## config.mk

```make
export PLATFORM = sky130hd
export DESIGN_NAME = farm_monitor_top
export DESIGN_NICKNAME = d
export VERILOG_FILES = /design/src/rtl/farm_pkg.sv /design/src/rtl/camera_capture.sv /design/src/rtl/frame_classifier.sv /design/src/rtl/uart_receiver.sv /design/src/rtl/sensor_packet_parser.sv /design/src/rtl/harvest_decision.sv /design/src/rtl/farm_monitor_top.sv
export SDC_FILE = /design/constraint.sdc
export NUM_CORES = 2
export LEC_CHECK = 0
export BUFFER_PORTS_ARGS = -buffer_cell sky130_fd_sc_hd__buf_2
export CAP_MARGIN = 20
export CORE_MARGIN = 10
export CORE_UTILIZATION = 25
export DETAILED_ROUTE_END_ITERATION = 10
export MAX_ROUTING_LAYER = met4
export PLACE_DENSITY = 0.36
export SLEW_MARGIN = 20
export SYNTH_ARGS = -nofsm -noshare
export SYNTH_HDL_FRONTEND = slang
export SYNTH_HIERARCHICAL = 1
export SYNTH_SLANG_ARGS = --single-unit
```

## constraint.sdc

```tcl
create_clock -name clk -period 12.8 [get_ports clk]
set_clock_uncertainty 0.05 [all_clocks]
set_input_delay 1.28 -clock clk [delete_from_list [all_inputs] [get_ports clk]]
set_output_delay 1.28 -clock clk [all_outputs]
set_load 0.05 [all_outputs]
```

## src/rtl/farm_pkg.sv

```systemverilog
// Farm monitor shared definitions
package farm_pkg;

    // ==================================================
    // Widths and types
    // ==================================================
    typedef logic        [7:0]  pixel_t;   // Grayscale camera sample
    typedef logic        [7:0]  byte_t;    // UART byte
    typedef logic signed [7:0]  weight_t;  // Filter weight or bias
    typedef logic signed [23:0] acc_t;     // Filter accumulator
    typedef logic        [1:0]  level_t;   // Sensor level code
    typedef logic        [2:0]  alert_t;   // Alert severity

    // ==================================================
    // Classifier
    // ==================================================
    localparam int PIXEL_OFFSET  = 128;  // Centres pixel around zero
    localparam int NUM_FILTERS   = 8;
    localparam int KERNEL_PHASES = 8;    // Weights per filter, cycled per pixel
    localparam int VOTE_MAJORITY = 4;    // Non-negative filters for harvest

    // Row per filter, column per phase
    localparam weight_t CONV_WEIGHTS [NUM_FILTERS*KERNEL_PHASES] = '{
        -17,   35,  -39,   17,  -13,   39,  -11,    9,
          1,    9,   18,    2,   54,  -35,    8,  -86,
         10,    4,   -6,   22,    0,    7,    3,    5,
         14,   53,  -27,   16,  -78,   70,  -41,  127,
        -84,   22,  -47,   68,   27, -102,  -29,  111,
         14,  -93,   92,   29,  -40,  -10,  -42,  -47,
         48,   -5,  -72,  -49,   80,  -15,  -37,   59,
        -29,   66,  -61,   78,  -54,   20,   18,  -87
    };

    localparam weight_t CONV_BIASES [NUM_FILTERS] = '{
        -81, -39, -47, -127, -25, -111, -54, -81
    };

    // ==================================================
    // Sensor packet format
    // ==================================================
    localparam byte_t PKT_HEADER = 8'hAA;  // Start of packet

    // Byte positions after the header
    localparam logic [2:0] IDX_HEADER = 3'd0;
    localparam logic [2:0] IDX_TEMP   = 3'd1;
    localparam logic [2:0] IDX_HUMID  = 3'd2;
    localparam logic [2:0] IDX_LIGHT  = 3'd3;
    localparam logic [2:0] IDX_SOIL   = 3'd4;
    localparam logic [2:0] IDX_FAULT  = 3'd5;
    localparam logic [2:0] IDX_CSUM   = 3'd7;  // Byte 6 is actuator, summed only

    localparam level_t LEVEL_OPTIMAL = 2'd2;

    // ==================================================
    // Alert codes
    // ==================================================
    localparam alert_t ALERT_FAULT      = 3'd7;  // Any co-processor fault
    localparam alert_t ALERT_HARVEST    = 3'd6;  // Camera and sensors agree
    localparam alert_t ALERT_CNN_ONLY   = 3'd4;
    localparam alert_t ALERT_SUBOPTIMAL = 3'd2;
    localparam alert_t ALERT_NORMAL     = 3'd0;

endpackage

```

## src/rtl/camera_capture.sv

```systemverilog
// Camera bus capture
`timescale 1ns/100ps

module camera_capture (
    input  logic             clk,
    input  logic             rst_n,
    input  logic             cam_href,
    input  logic             cam_vsync,
    input  farm_pkg::pixel_t cam_data,
    output farm_pkg::pixel_t pixel,
    output logic             pixel_valid,
    output logic             frame_start
);

    logic vsync_d;  // Previous vsync for edge detect

    // Control flags
    always_ff @(posedge clk or negedge rst_n) begin
        if (!rst_n) begin
            pixel_valid <= 1'b0;
            frame_start <= 1'b0;
            vsync_d     <= 1'b0;
        end else begin
            vsync_d     <= cam_vsync;
            frame_start <= cam_vsync && !vsync_d;  // Rising edge only
            pixel_valid <= cam_href;               // Follows href by one cycle
        end
    end

    // Pixel data held between active lines
    always_ff @(posedge clk) begin
        if (cam_href) begin
            pixel <= cam_data;
        end
    end

endmodule

```

## src/rtl/frame_classifier.sv

```systemverilog
// Streaming frame classifier
`timescale 1ns/100ps

module frame_classifier #(
    parameter int FRAME_PIXELS = 512  // Multiple of KERNEL_PHASES
) (
    input  logic             clk,
    input  logic             rst_n,
    input  farm_pkg::pixel_t pixel,
    input  logic             pixel_valid,
    input  logic             frame_start,
    output logic             cnn_harvest,
    output logic             cnn_ready
);

    localparam int CNT_W   = $clog2(FRAME_PIXELS + 1);
    localparam int PHASE_W = $clog2(farm_pkg::KERNEL_PHASES);
    localparam int VOTE_W  = $clog2(farm_pkg::NUM_FILTERS + 1);

    logic [CNT_W-1:0]   pix_cnt;   // Pixels taken this frame
    logic [PHASE_W-1:0] phase;     // Kernel position
    logic               frame_full;
    logic               accept;
    logic signed [8:0]  px_c;      // Centred pixel
    logic signed [16:0] prod  [farm_pkg::NUM_FILTERS];
    farm_pkg::acc_t     acc   [farm_pkg::NUM_FILTERS];
    logic [VOTE_W-1:0]  votes;

    // Frame length is a multiple of the phase count, so the phase is the count's low bits
    assign phase      = pix_cnt[PHASE_W-1:0];
    assign frame_full = (pix_cnt == CNT_W'(FRAME_PIXELS));
    assign accept     = pixel_valid && !frame_full;

    // ==================================================
    // Multiply stage
    // ==================================================
    always_comb begin
        px_c = {1'b0, pixel} - 9'(farm_pkg::PIXEL_OFFSET);
        for (int f = 0; f < farm_pkg::NUM_FILTERS; f++) begin
            // One weight per filter, row f of the table
            prod[f] = px_c * farm_pkg::CONV_WEIGHTS[f*farm_pkg::KERNEL_PHASES + int'(phase)];
        end
    end

    // Majority vote over the filter signs
    always_comb begin
        votes = '0;
        for (int f = 0; f < farm_pkg::NUM_FILTERS; f++) begin
            if (acc[f] >= 0) begin
                votes = votes + 1'b1;
            end
        end
    end

    // ==================================================
    // Accumulate and decide
    // ==================================================
    always_ff @(posedge clk or negedge rst_n) begin
        if (!rst_n) begin
            pix_cnt     <= '0;
            cnn_ready   <= 1'b0;
            cnn_harvest <= 1'b0;
            for (int f = 0; f < farm_pkg::NUM_FILTERS; f++) begin
                acc[f] <= '0;
            end
        end else if (frame_start) begin
            pix_cnt   <= '0;
            cnn_ready <= 1'b0;  // Result stale until frame ends
            for (int f = 0; f < farm_pkg::NUM_FILTERS; f++) begin
                acc[f] <= farm_pkg::CONV_BIASES[f];  // Sign extended
            end
        end else if (accept) begin
            pix_cnt <= pix_cnt + 1'b1;
            for (int f = 0; f < farm_pkg::NUM_FILTERS; f++) begin
                acc[f] <= acc[f] + prod[f];
            end
        end else if (frame_full && !cnn_ready) begin
            // Count reached, latch the vote once
            cnn_ready   <= 1'b1;
            cnn_harvest <= (votes >= VOTE_W'(farm_pkg::VOTE_MAJORITY));
        end
    end

endmodule

```

## src/rtl/uart_receiver.sv

```systemverilog
// UART 8N1 receiver
`timescale 1ns/100ps

module uart_receiver #(
    parameter int CLKS_PER_BIT = 868  // Clock cycles per bit
) (
    input  logic            clk,
    input  logic            rst_n,
    input  logic            rx,
    output farm_pkg::byte_t rx_byte,
    output logic            rx_valid
);

    localparam int CNT_W = $clog2(CLKS_PER_BIT);

    localparam logic [1:0] S_IDLE  = 2'd0;
    localparam logic [1:0] S_START = 2'd1;
    localparam logic [1:0] S_DATA  = 2'd2;
    localparam logic [1:0] S_STOP  = 2'd3;

    logic             rx_meta;
    logic             rx_sync;
    logic [1:0]       state;
    logic [CNT_W-1:0] clk_cnt;  // Cycles within current bit
    logic [2:0]       bit_idx;
    farm_pkg::byte_t  shift_reg;
    logic             mid_bit;
    logic             bit_done;

    assign mid_bit  = (clk_cnt == CNT_W'((CLKS_PER_BIT - 1) / 2));
    assign bit_done = (clk_cnt == CNT_W'(CLKS_PER_BIT - 1));

    // Two-flop synchronizer, idles high
    always_ff @(posedge clk or negedge rst_n) begin
        if (!rst_n) begin
            rx_meta <= 1'b1;
            rx_sync <= 1'b1;
        end else begin
            rx_meta <= rx;
            rx_sync <= rx_meta;
        end
    end

    // ==================================================
    // Receive FSM
    // ==================================================
    always_ff @(posedge clk or negedge rst_n) begin
        if (!rst_n) begin
            state    <= S_IDLE;
            clk_cnt  <= '0;
            bit_idx  <= '0;
            rx_valid <= 1'b0;
        end else begin
            rx_valid <= 1'b0;  // Single-cycle pulse
            clk_cnt  <= clk_cnt + 1'b1;
            case (state)
                S_IDLE: begin
                    clk_cnt <= '0;
                    bit_idx <= '0;
                    if (!rx_sync) state <= S_START;  // Falling edge
                end
                S_START: begin
                    if (mid_bit) begin
                        clk_cnt <= '0;
                        state   <= rx_sync ? S_IDLE : S_DATA;  // Glitch rejected
                    end
                end
                S_DATA: begin
                    if (bit_done) begin
                        clk_cnt <= '0;
                        bit_idx <= bit_idx + 1'b1;
                        if (bit_idx == 3'd7) state <= S_STOP;
                    end
                end
                default: begin  // S_STOP
                    if (bit_done) begin
                        rx_valid <= rx_sync;  // Framing error drops the byte
                        state    <= S_IDLE;
                    end
                end
            endcase
        end
    end

    // Data path, LSB first
    always_ff @(posedge clk) begin
        if (state == S_DATA && bit_done) shift_reg <= {rx_sync, shift_reg[7:1]};
        if (state == S_STOP && bit_done && rx_sync) rx_byte <= shift_reg;
    end

endmodule

```

## src/rtl/sensor_packet_parser.sv

```systemverilog
// Sensor packet parser
`timescale 1ns/100ps

module sensor_packet_parser (
    input  logic             clk,
    input  logic             rst_n,
    input  farm_pkg::byte_t  rx_byte,
    input  logic             rx_valid,
    output farm_pkg::level_t temp,
    output farm_pkg::level_t humidity,
    output farm_pkg::level_t light,
    output farm_pkg::level_t soil,
    output farm_pkg::byte_t  fault_flags
);

    logic [2:0]       byte_idx;  // Position in packet, 0 while hunting
    farm_pkg::byte_t  csum;      // Running sum of data bytes
    farm_pkg::level_t temp_s;
    farm_pkg::level_t humid_s;
    farm_pkg::level_t light_s;
    farm_pkg::level_t soil_s;
    farm_pkg::byte_t  fault_s;
    logic             pkt_good;

    assign pkt_good = rx_valid && (byte_idx == farm_pkg::IDX_CSUM) && (rx_byte == csum);

    // ==================================================
    // Byte sequencing
    // ==================================================
    always_ff @(posedge clk or negedge rst_n) begin
        if (!rst_n) begin
            byte_idx <= farm_pkg::IDX_HEADER;
        end else if (rx_valid) begin
            if (byte_idx == farm_pkg::IDX_HEADER) begin
                if (rx_byte == farm_pkg::PKT_HEADER) byte_idx <= farm_pkg::IDX_TEMP;
            end else if (byte_idx == farm_pkg::IDX_CSUM) begin
                byte_idx <= farm_pkg::IDX_HEADER;  // Back to hunting, good or bad
            end else begin
                byte_idx <= byte_idx + 3'd1;
            end
        end
    end

    // Shadow fields and checksum
    always_ff @(posedge clk) begin
        if (rx_valid) begin
            case (byte_idx)
                farm_pkg::IDX_HEADER: csum <= '0;
                farm_pkg::IDX_TEMP:   temp_s  <= rx_byte[1:0];
                farm_pkg::IDX_HUMID:  humid_s <= rx_byte[1:0];
                farm_pkg::IDX_LIGHT:  light_s <= rx_byte[1:0];
                farm_pkg::IDX_SOIL:   soil_s  <= rx_byte[1:0];
                farm_pkg::IDX_FAULT:  fault_s <= rx_byte;
                default: ;             // Actuator byte and checksum
            endcase
            if (byte_idx != farm_pkg::IDX_HEADER && byte_idx != farm_pkg::IDX_CSUM) begin
                csum <= csum + rx_byte;  // Low 8 bits kept
            end
        end
    end

    // ==================================================
    // Commit on matching checksum
    // ==================================================
    always_ff @(posedge clk or negedge rst_n) begin
        if (!rst_n) begin
            temp        <= '0;
            humidity    <= '0;
            light       <= '0;
            soil        <= '0;
            fault_flags <= '0;
        end else if (pkt_good) begin
            temp        <= temp_s;
            humidity    <= humid_s;
            light       <= light_s;
            soil        <= soil_s;
            fault_flags <= fault_s;
        end
    end

endmodule

```

## src/rtl/harvest_decision.sv

```systemverilog
// Harvest decision fusion
`timescale 1ns/100ps

module harvest_decision (
    input  logic             clk,
    input  logic             rst_n,
    input  logic             cnn_harvest,
    input  logic             cnn_ready,
    input  farm_pkg::level_t temp,
    input  farm_pkg::level_t humidity,
    input  farm_pkg::level_t light,
    input  farm_pkg::level_t soil,
    input  farm_pkg::byte_t  fault_flags,
    output logic             harvest_alert,
    output farm_pkg::alert_t alert_level,
    output logic             fault_detected
);

    logic cnn_flag;   // Last frame vote
    logic sensor_ok;  // All four levels optimal
    logic any_fault;

    assign any_fault      = |fault_flags;
    assign fault_detected = any_fault;

    always_ff @(posedge clk or negedge rst_n) begin
        if (!rst_n) begin
            cnn_flag      <= 1'b0;
            sensor_ok     <= 1'b0;
            harvest_alert <= 1'b0;
            alert_level   <= farm_pkg::ALERT_NORMAL;
        end else begin
            if (cnn_ready) cnn_flag <= cnn_harvest;  // Held between frames

            sensor_ok <= (temp == farm_pkg::LEVEL_OPTIMAL) &&
                         (humidity == farm_pkg::LEVEL_OPTIMAL) &&
                         (light == farm_pkg::LEVEL_OPTIMAL) &&
                         (soil == farm_pkg::LEVEL_OPTIMAL);

            harvest_alert <= cnn_flag && sensor_ok;  // Both sources agree

            // Highest severity wins
            if (any_fault) begin
                alert_level <= farm_pkg::ALERT_FAULT;
            end else if (cnn_flag && sensor_ok) begin
                alert_level <= farm_pkg::ALERT_HARVEST;
            end else if (cnn_flag) begin
                alert_level <= farm_pkg::ALERT_CNN_ONLY;
            end else if (!sensor_ok) begin
                alert_level <= farm_pkg::ALERT_SUBOPTIMAL;
            end else begin
                alert_level <= farm_pkg::ALERT_NORMAL;
            end
        end
    end

endmodule

```

## src/rtl/farm_monitor_top.sv

```systemverilog
// Precision farming monitor top level
`timescale 1ns/100ps

module farm_monitor_top #(
    parameter int CLKS_PER_BIT = 868,  // UART bit period in clocks
    parameter int FRAME_PIXELS = 512   // Pixels per camera frame
) (
    input  logic             clk,
    input  logic             rst_n,
    input  logic             cam_href,
    input  logic             cam_vsync,
    input  farm_pkg::pixel_t cam_data,
    input  logic             uart_rx,
    output logic             harvest_alert,
    output farm_pkg::alert_t alert_level,
    output logic             fault_detected
);

    // ==================================================
    // Internal nets
    // ==================================================
    farm_pkg::pixel_t pixel;
    logic             pixel_valid;
    logic             frame_start;
    logic             cnn_harvest;
    logic             cnn_ready;
    farm_pkg::byte_t  rx_byte;
    logic             rx_valid;
    farm_pkg::level_t temp;
    farm_pkg::level_t humidity;
    farm_pkg::level_t light;
    farm_pkg::level_t soil;
    farm_pkg::byte_t  fault_flags;

    // Camera path
    camera_capture i_camera_capture (
        .clk         (clk),
        .rst_n       (rst_n),
        .cam_href    (cam_href),
        .cam_vsync   (cam_vsync),
        .cam_data    (cam_data),
        .pixel       (pixel),
        .pixel_valid (pixel_valid),
        .frame_start (frame_start)
    );

    frame_classifier #(.FRAME_PIXELS(FRAME_PIXELS)) i_frame_classifier (
        .clk         (clk),
        .rst_n       (rst_n),
        .pixel       (pixel),
        .pixel_valid (pixel_valid),
        .frame_start (frame_start),
        .cnn_harvest (cnn_harvest),
        .cnn_ready   (cnn_ready)
    );

    // Sensor path from co-processor
    uart_receiver #(.CLKS_PER_BIT(CLKS_PER_BIT)) i_uart_receiver (
        .clk      (clk),
        .rst_n    (rst_n),
        .rx       (uart_rx),
        .rx_byte  (rx_byte),
        .rx_valid (rx_valid)
    );

    sensor_packet_parser i_sensor_packet_parser (
        .clk         (clk),
        .rst_n       (rst_n),
        .rx_byte     (rx_byte),
        .rx_valid    (rx_valid),
        .temp        (temp),
        .humidity    (humidity),
        .light       (light),
        .soil        (soil),
        .fault_flags (fault_flags)
    );

    // Fusion and alerts
    harvest_decision i_harvest_decision (
        .clk            (clk),
        .rst_n          (rst_n),
        .cnn_harvest    (cnn_harvest),
        .cnn_ready      (cnn_ready),
        .temp           (temp),
        .humidity       (humidity),
        .light          (light),
        .soil           (soil),
        .fault_flags    (fault_flags),
        .harvest_alert  (harvest_alert),
        .alert_level    (alert_level),
        .fault_detected (fault_detected)
    );

endmodule

```

==> metrics.txt <==
CTS clk-pin slew, worst paths=0.06 ns; met1 usage=0.188; via count=30.3k; R2R cell count=28; layout cells sized above 1=0.0551; initial drt markers=1394; IO buf count=17; biggest regs=i_frame_classifier/acc x192, i_frame_classifier/pix_cnt x10, i_uart_receiver/clk_cnt x10; Final Hold Vio Count=0; io pins=18; DIE WIDTH=446 um; f_max=122 MHz; Max Buffers Root-to-Sink=3; Post-DP Area=0.0484 mm^2; hold_buf cts=0; crit path kind=reg2reg; register-to-register setup slack=4.58 ns; PostCTS Resize Cnt=0; startpoint types=flip-flop; worst flop-to-flop path startpoint=i_frame_classifier/pix_cnt[1]; crit path to=i_frame_classifier/acc[23]; GR Layer Usage met3=0.0166; number of synthesized flops with an enable pin=48; Mean Syn Cell Area=10.0 um^2; Critical Path AT=8.75 ns; multiplexer area fraction after synthesis=0.00824; first-pass GRT wire length=204000 um; Hold WS=0.318 ns; core area=0.181 mm^2; Slowest cell on crit path=inv_1; Fin Setup TNS=0 ns; required time at the worst-slack endpoint=13.33 ns; Via density=4.38; clk_lat worst skew=0.67 ns; top_reg_cell synth=dfrtp_1; CTS H-tree depth=2; average wire per standard cell=18.2 um; Crit. End Element=flip-flop; Post-Route WL=126000 um; TritonCTS buffer count=47; post-synthesis cell count=4519; Die H=446 um; DIE AREA=0.199 mm^2; worst relative slew slack=0.267; CP peak stage delay=0.51 ns; Synth Area in Compound Gates=0.0903; Synth Area in XOR/XNOR=0.0376; Worst R2R End=i_frame_classifier/acc[23]; busiest grt layer=met2; initial antenna violation count=3; Design Area, Final=0.0500 mm^2; largest family of logic cells by synthesized area=adder cells; hold path depth=0; Worst Tran Pin Value=1.09 ns; vias in the first global route=33.6k; Syn. warnings=6; outcome=complete, no violations; num rows=156; DRC=0; hold path start=i_uart_receiver/rx_meta; setup violators final=0; Mapped Nets=5827; DRT antenna net count=0; Nets=5805; GP Congestion=0.768; Setup Fix Bufs, Post-CTS=0; TritonCTS clock tree=built; post-synthesis register bit count=298; post-synthesis sequential area ratio=0.170; largest reg by FF count=i_frame_classifier/acc; Post-Syn Area=0.0454 mm^2; Num Clock Sinks=298; max reg flops=192; Max Cap Viol=0; async set-reset flop share out of synthesis=0.839; Critical Path Fanout Max=34; largest net degree at the start of global routing=96; Initial Util=0.251; RSZ-0062 raised after global routing=false; Worst Setup SP=i_frame_classifier/pix_cnt[1]; met2 Track Usage GR=0.210; drt pass-1 iters=5; Synth Area in Simple Gates=0.122; post-route minimum period=8.22 ns; Max Slew Vio Count=0; clock root buffer=clkbuf_16; Netlist cell types=99; final core utilization=0.277; P&R area growth vs syn=10.1%; dpl hpwl=97200 um; gr ovfl total=0; Hold Path Class=reg2reg; Post-Synth Adder-Cell Area=0.492; Final period util=0.642; global-route usage over all layers=0.134
## per-stage QoR
| step | setup slack, ns | cells |
|---|---|---|
| after floorplan | 4.36 | 4519 |
| after global placement | 4.61 | 6818 |
| after detailed placement | 4.62 | 6818 |
| after CTS | 4.56 | 6905 |
| after global routing | 3.95 | 6906 |
| final | 4.58 | 6908 |
## worst max-delay path, delay by kind of cell, from the launching register on
kind                       cells  cell delay, ns
adders and majority gates      7            3.24
DFF                            1            0.35
muxes                          1            0.21
AOI/OAI and AO/OA              8            1.64
and+or+nand+nor                4            1.01
buffers and inverters          8            1.60
## worst min path at each step
| stage | to | slack [ns] |
|---|---|---|
| detailed placement | i_uart_receiver/rx_sync | 0.31 |
| global route | i_uart_receiver/rx_sync | 0.32 |
| floorplan | i_uart_receiver/rx_sync | 0.30 |
| finish | i_uart_receiver/rx_sync | 0.32 |
| global placement | i_uart_receiver/rx_sync | 0.31 |
| CTS | i_uart_receiver/rx_sync | 0.32 |
## cell usage after synthesis, drive strengths merged, types with 89 or more instances
cell type  number  area [um^2]
o21ai         119          599
nor2b          89          564
and2          143          895
inv           799         3000
ha            476         5960
nand2         363         1360
dfrtp         248         6210
fa            819        16400
a21oi         206         1040
xnor2         120         1080
clkbuf        140          559
nor2          211          792
## placed cells by master, fill, tap and decap left out, drive strengths merged, types with 19 or more instances in the layout
cell,netlist,layout
xor2,72,72
or3,20,20
mux2,19,19
edfxtp,48,48
fa,819,819
nor3,41,41
ha,476,476
nand3,57,57
o21ai,119,119
a21o,46,46
a21oi,206,206
or2,32,32
and2,143,143
clkbuf,140,62
nand2b,48,48
a211oi,35,35
o211ai,86,86
buf,14,83
clkinv,3,22
xnor2,120,120
dfrtp,248,248
o21a,24,24
nor2b,89,89
and3,49,49
nand2,363,363
nor2,211,211
inv,799,799
o21bai,30,30
## cells by family (layout without fill, tap and decap cells)
kind of cell | after synthesis | in the layout
and+or+nand+nor | 1113 | 1113
xor gates and xnor gates | 192 | 192
buffers and inverters | 956 | 972
DFF | 298 | 298
adders and majority gates | 1295 | 1295
AOI/OAI and AO/OA | 635 | 635
other | 0 | 3
muxes | 30 | 30
## per-layer routing
layer,part of all wire,vias up
li1,-,14400
met1,0.49,15500
met2,0.46,295
met3,0.030,96
met4,0.018,0
met5,0,-
## area by class of cell
type,instances,area (um^2)
diodes,3,7.51
clock buffers,62,1270
clock inverters,25,282
fillers,19200,131000
inverters,802,3020
multi-input cells,3265,34100
flip-flops and latches,298,7700
well taps,2370,2970
repair buffers,83,616
Power is not shown: default switching activity piles up to over one toggle a cycle in this logic, so the estimate is an artifact.
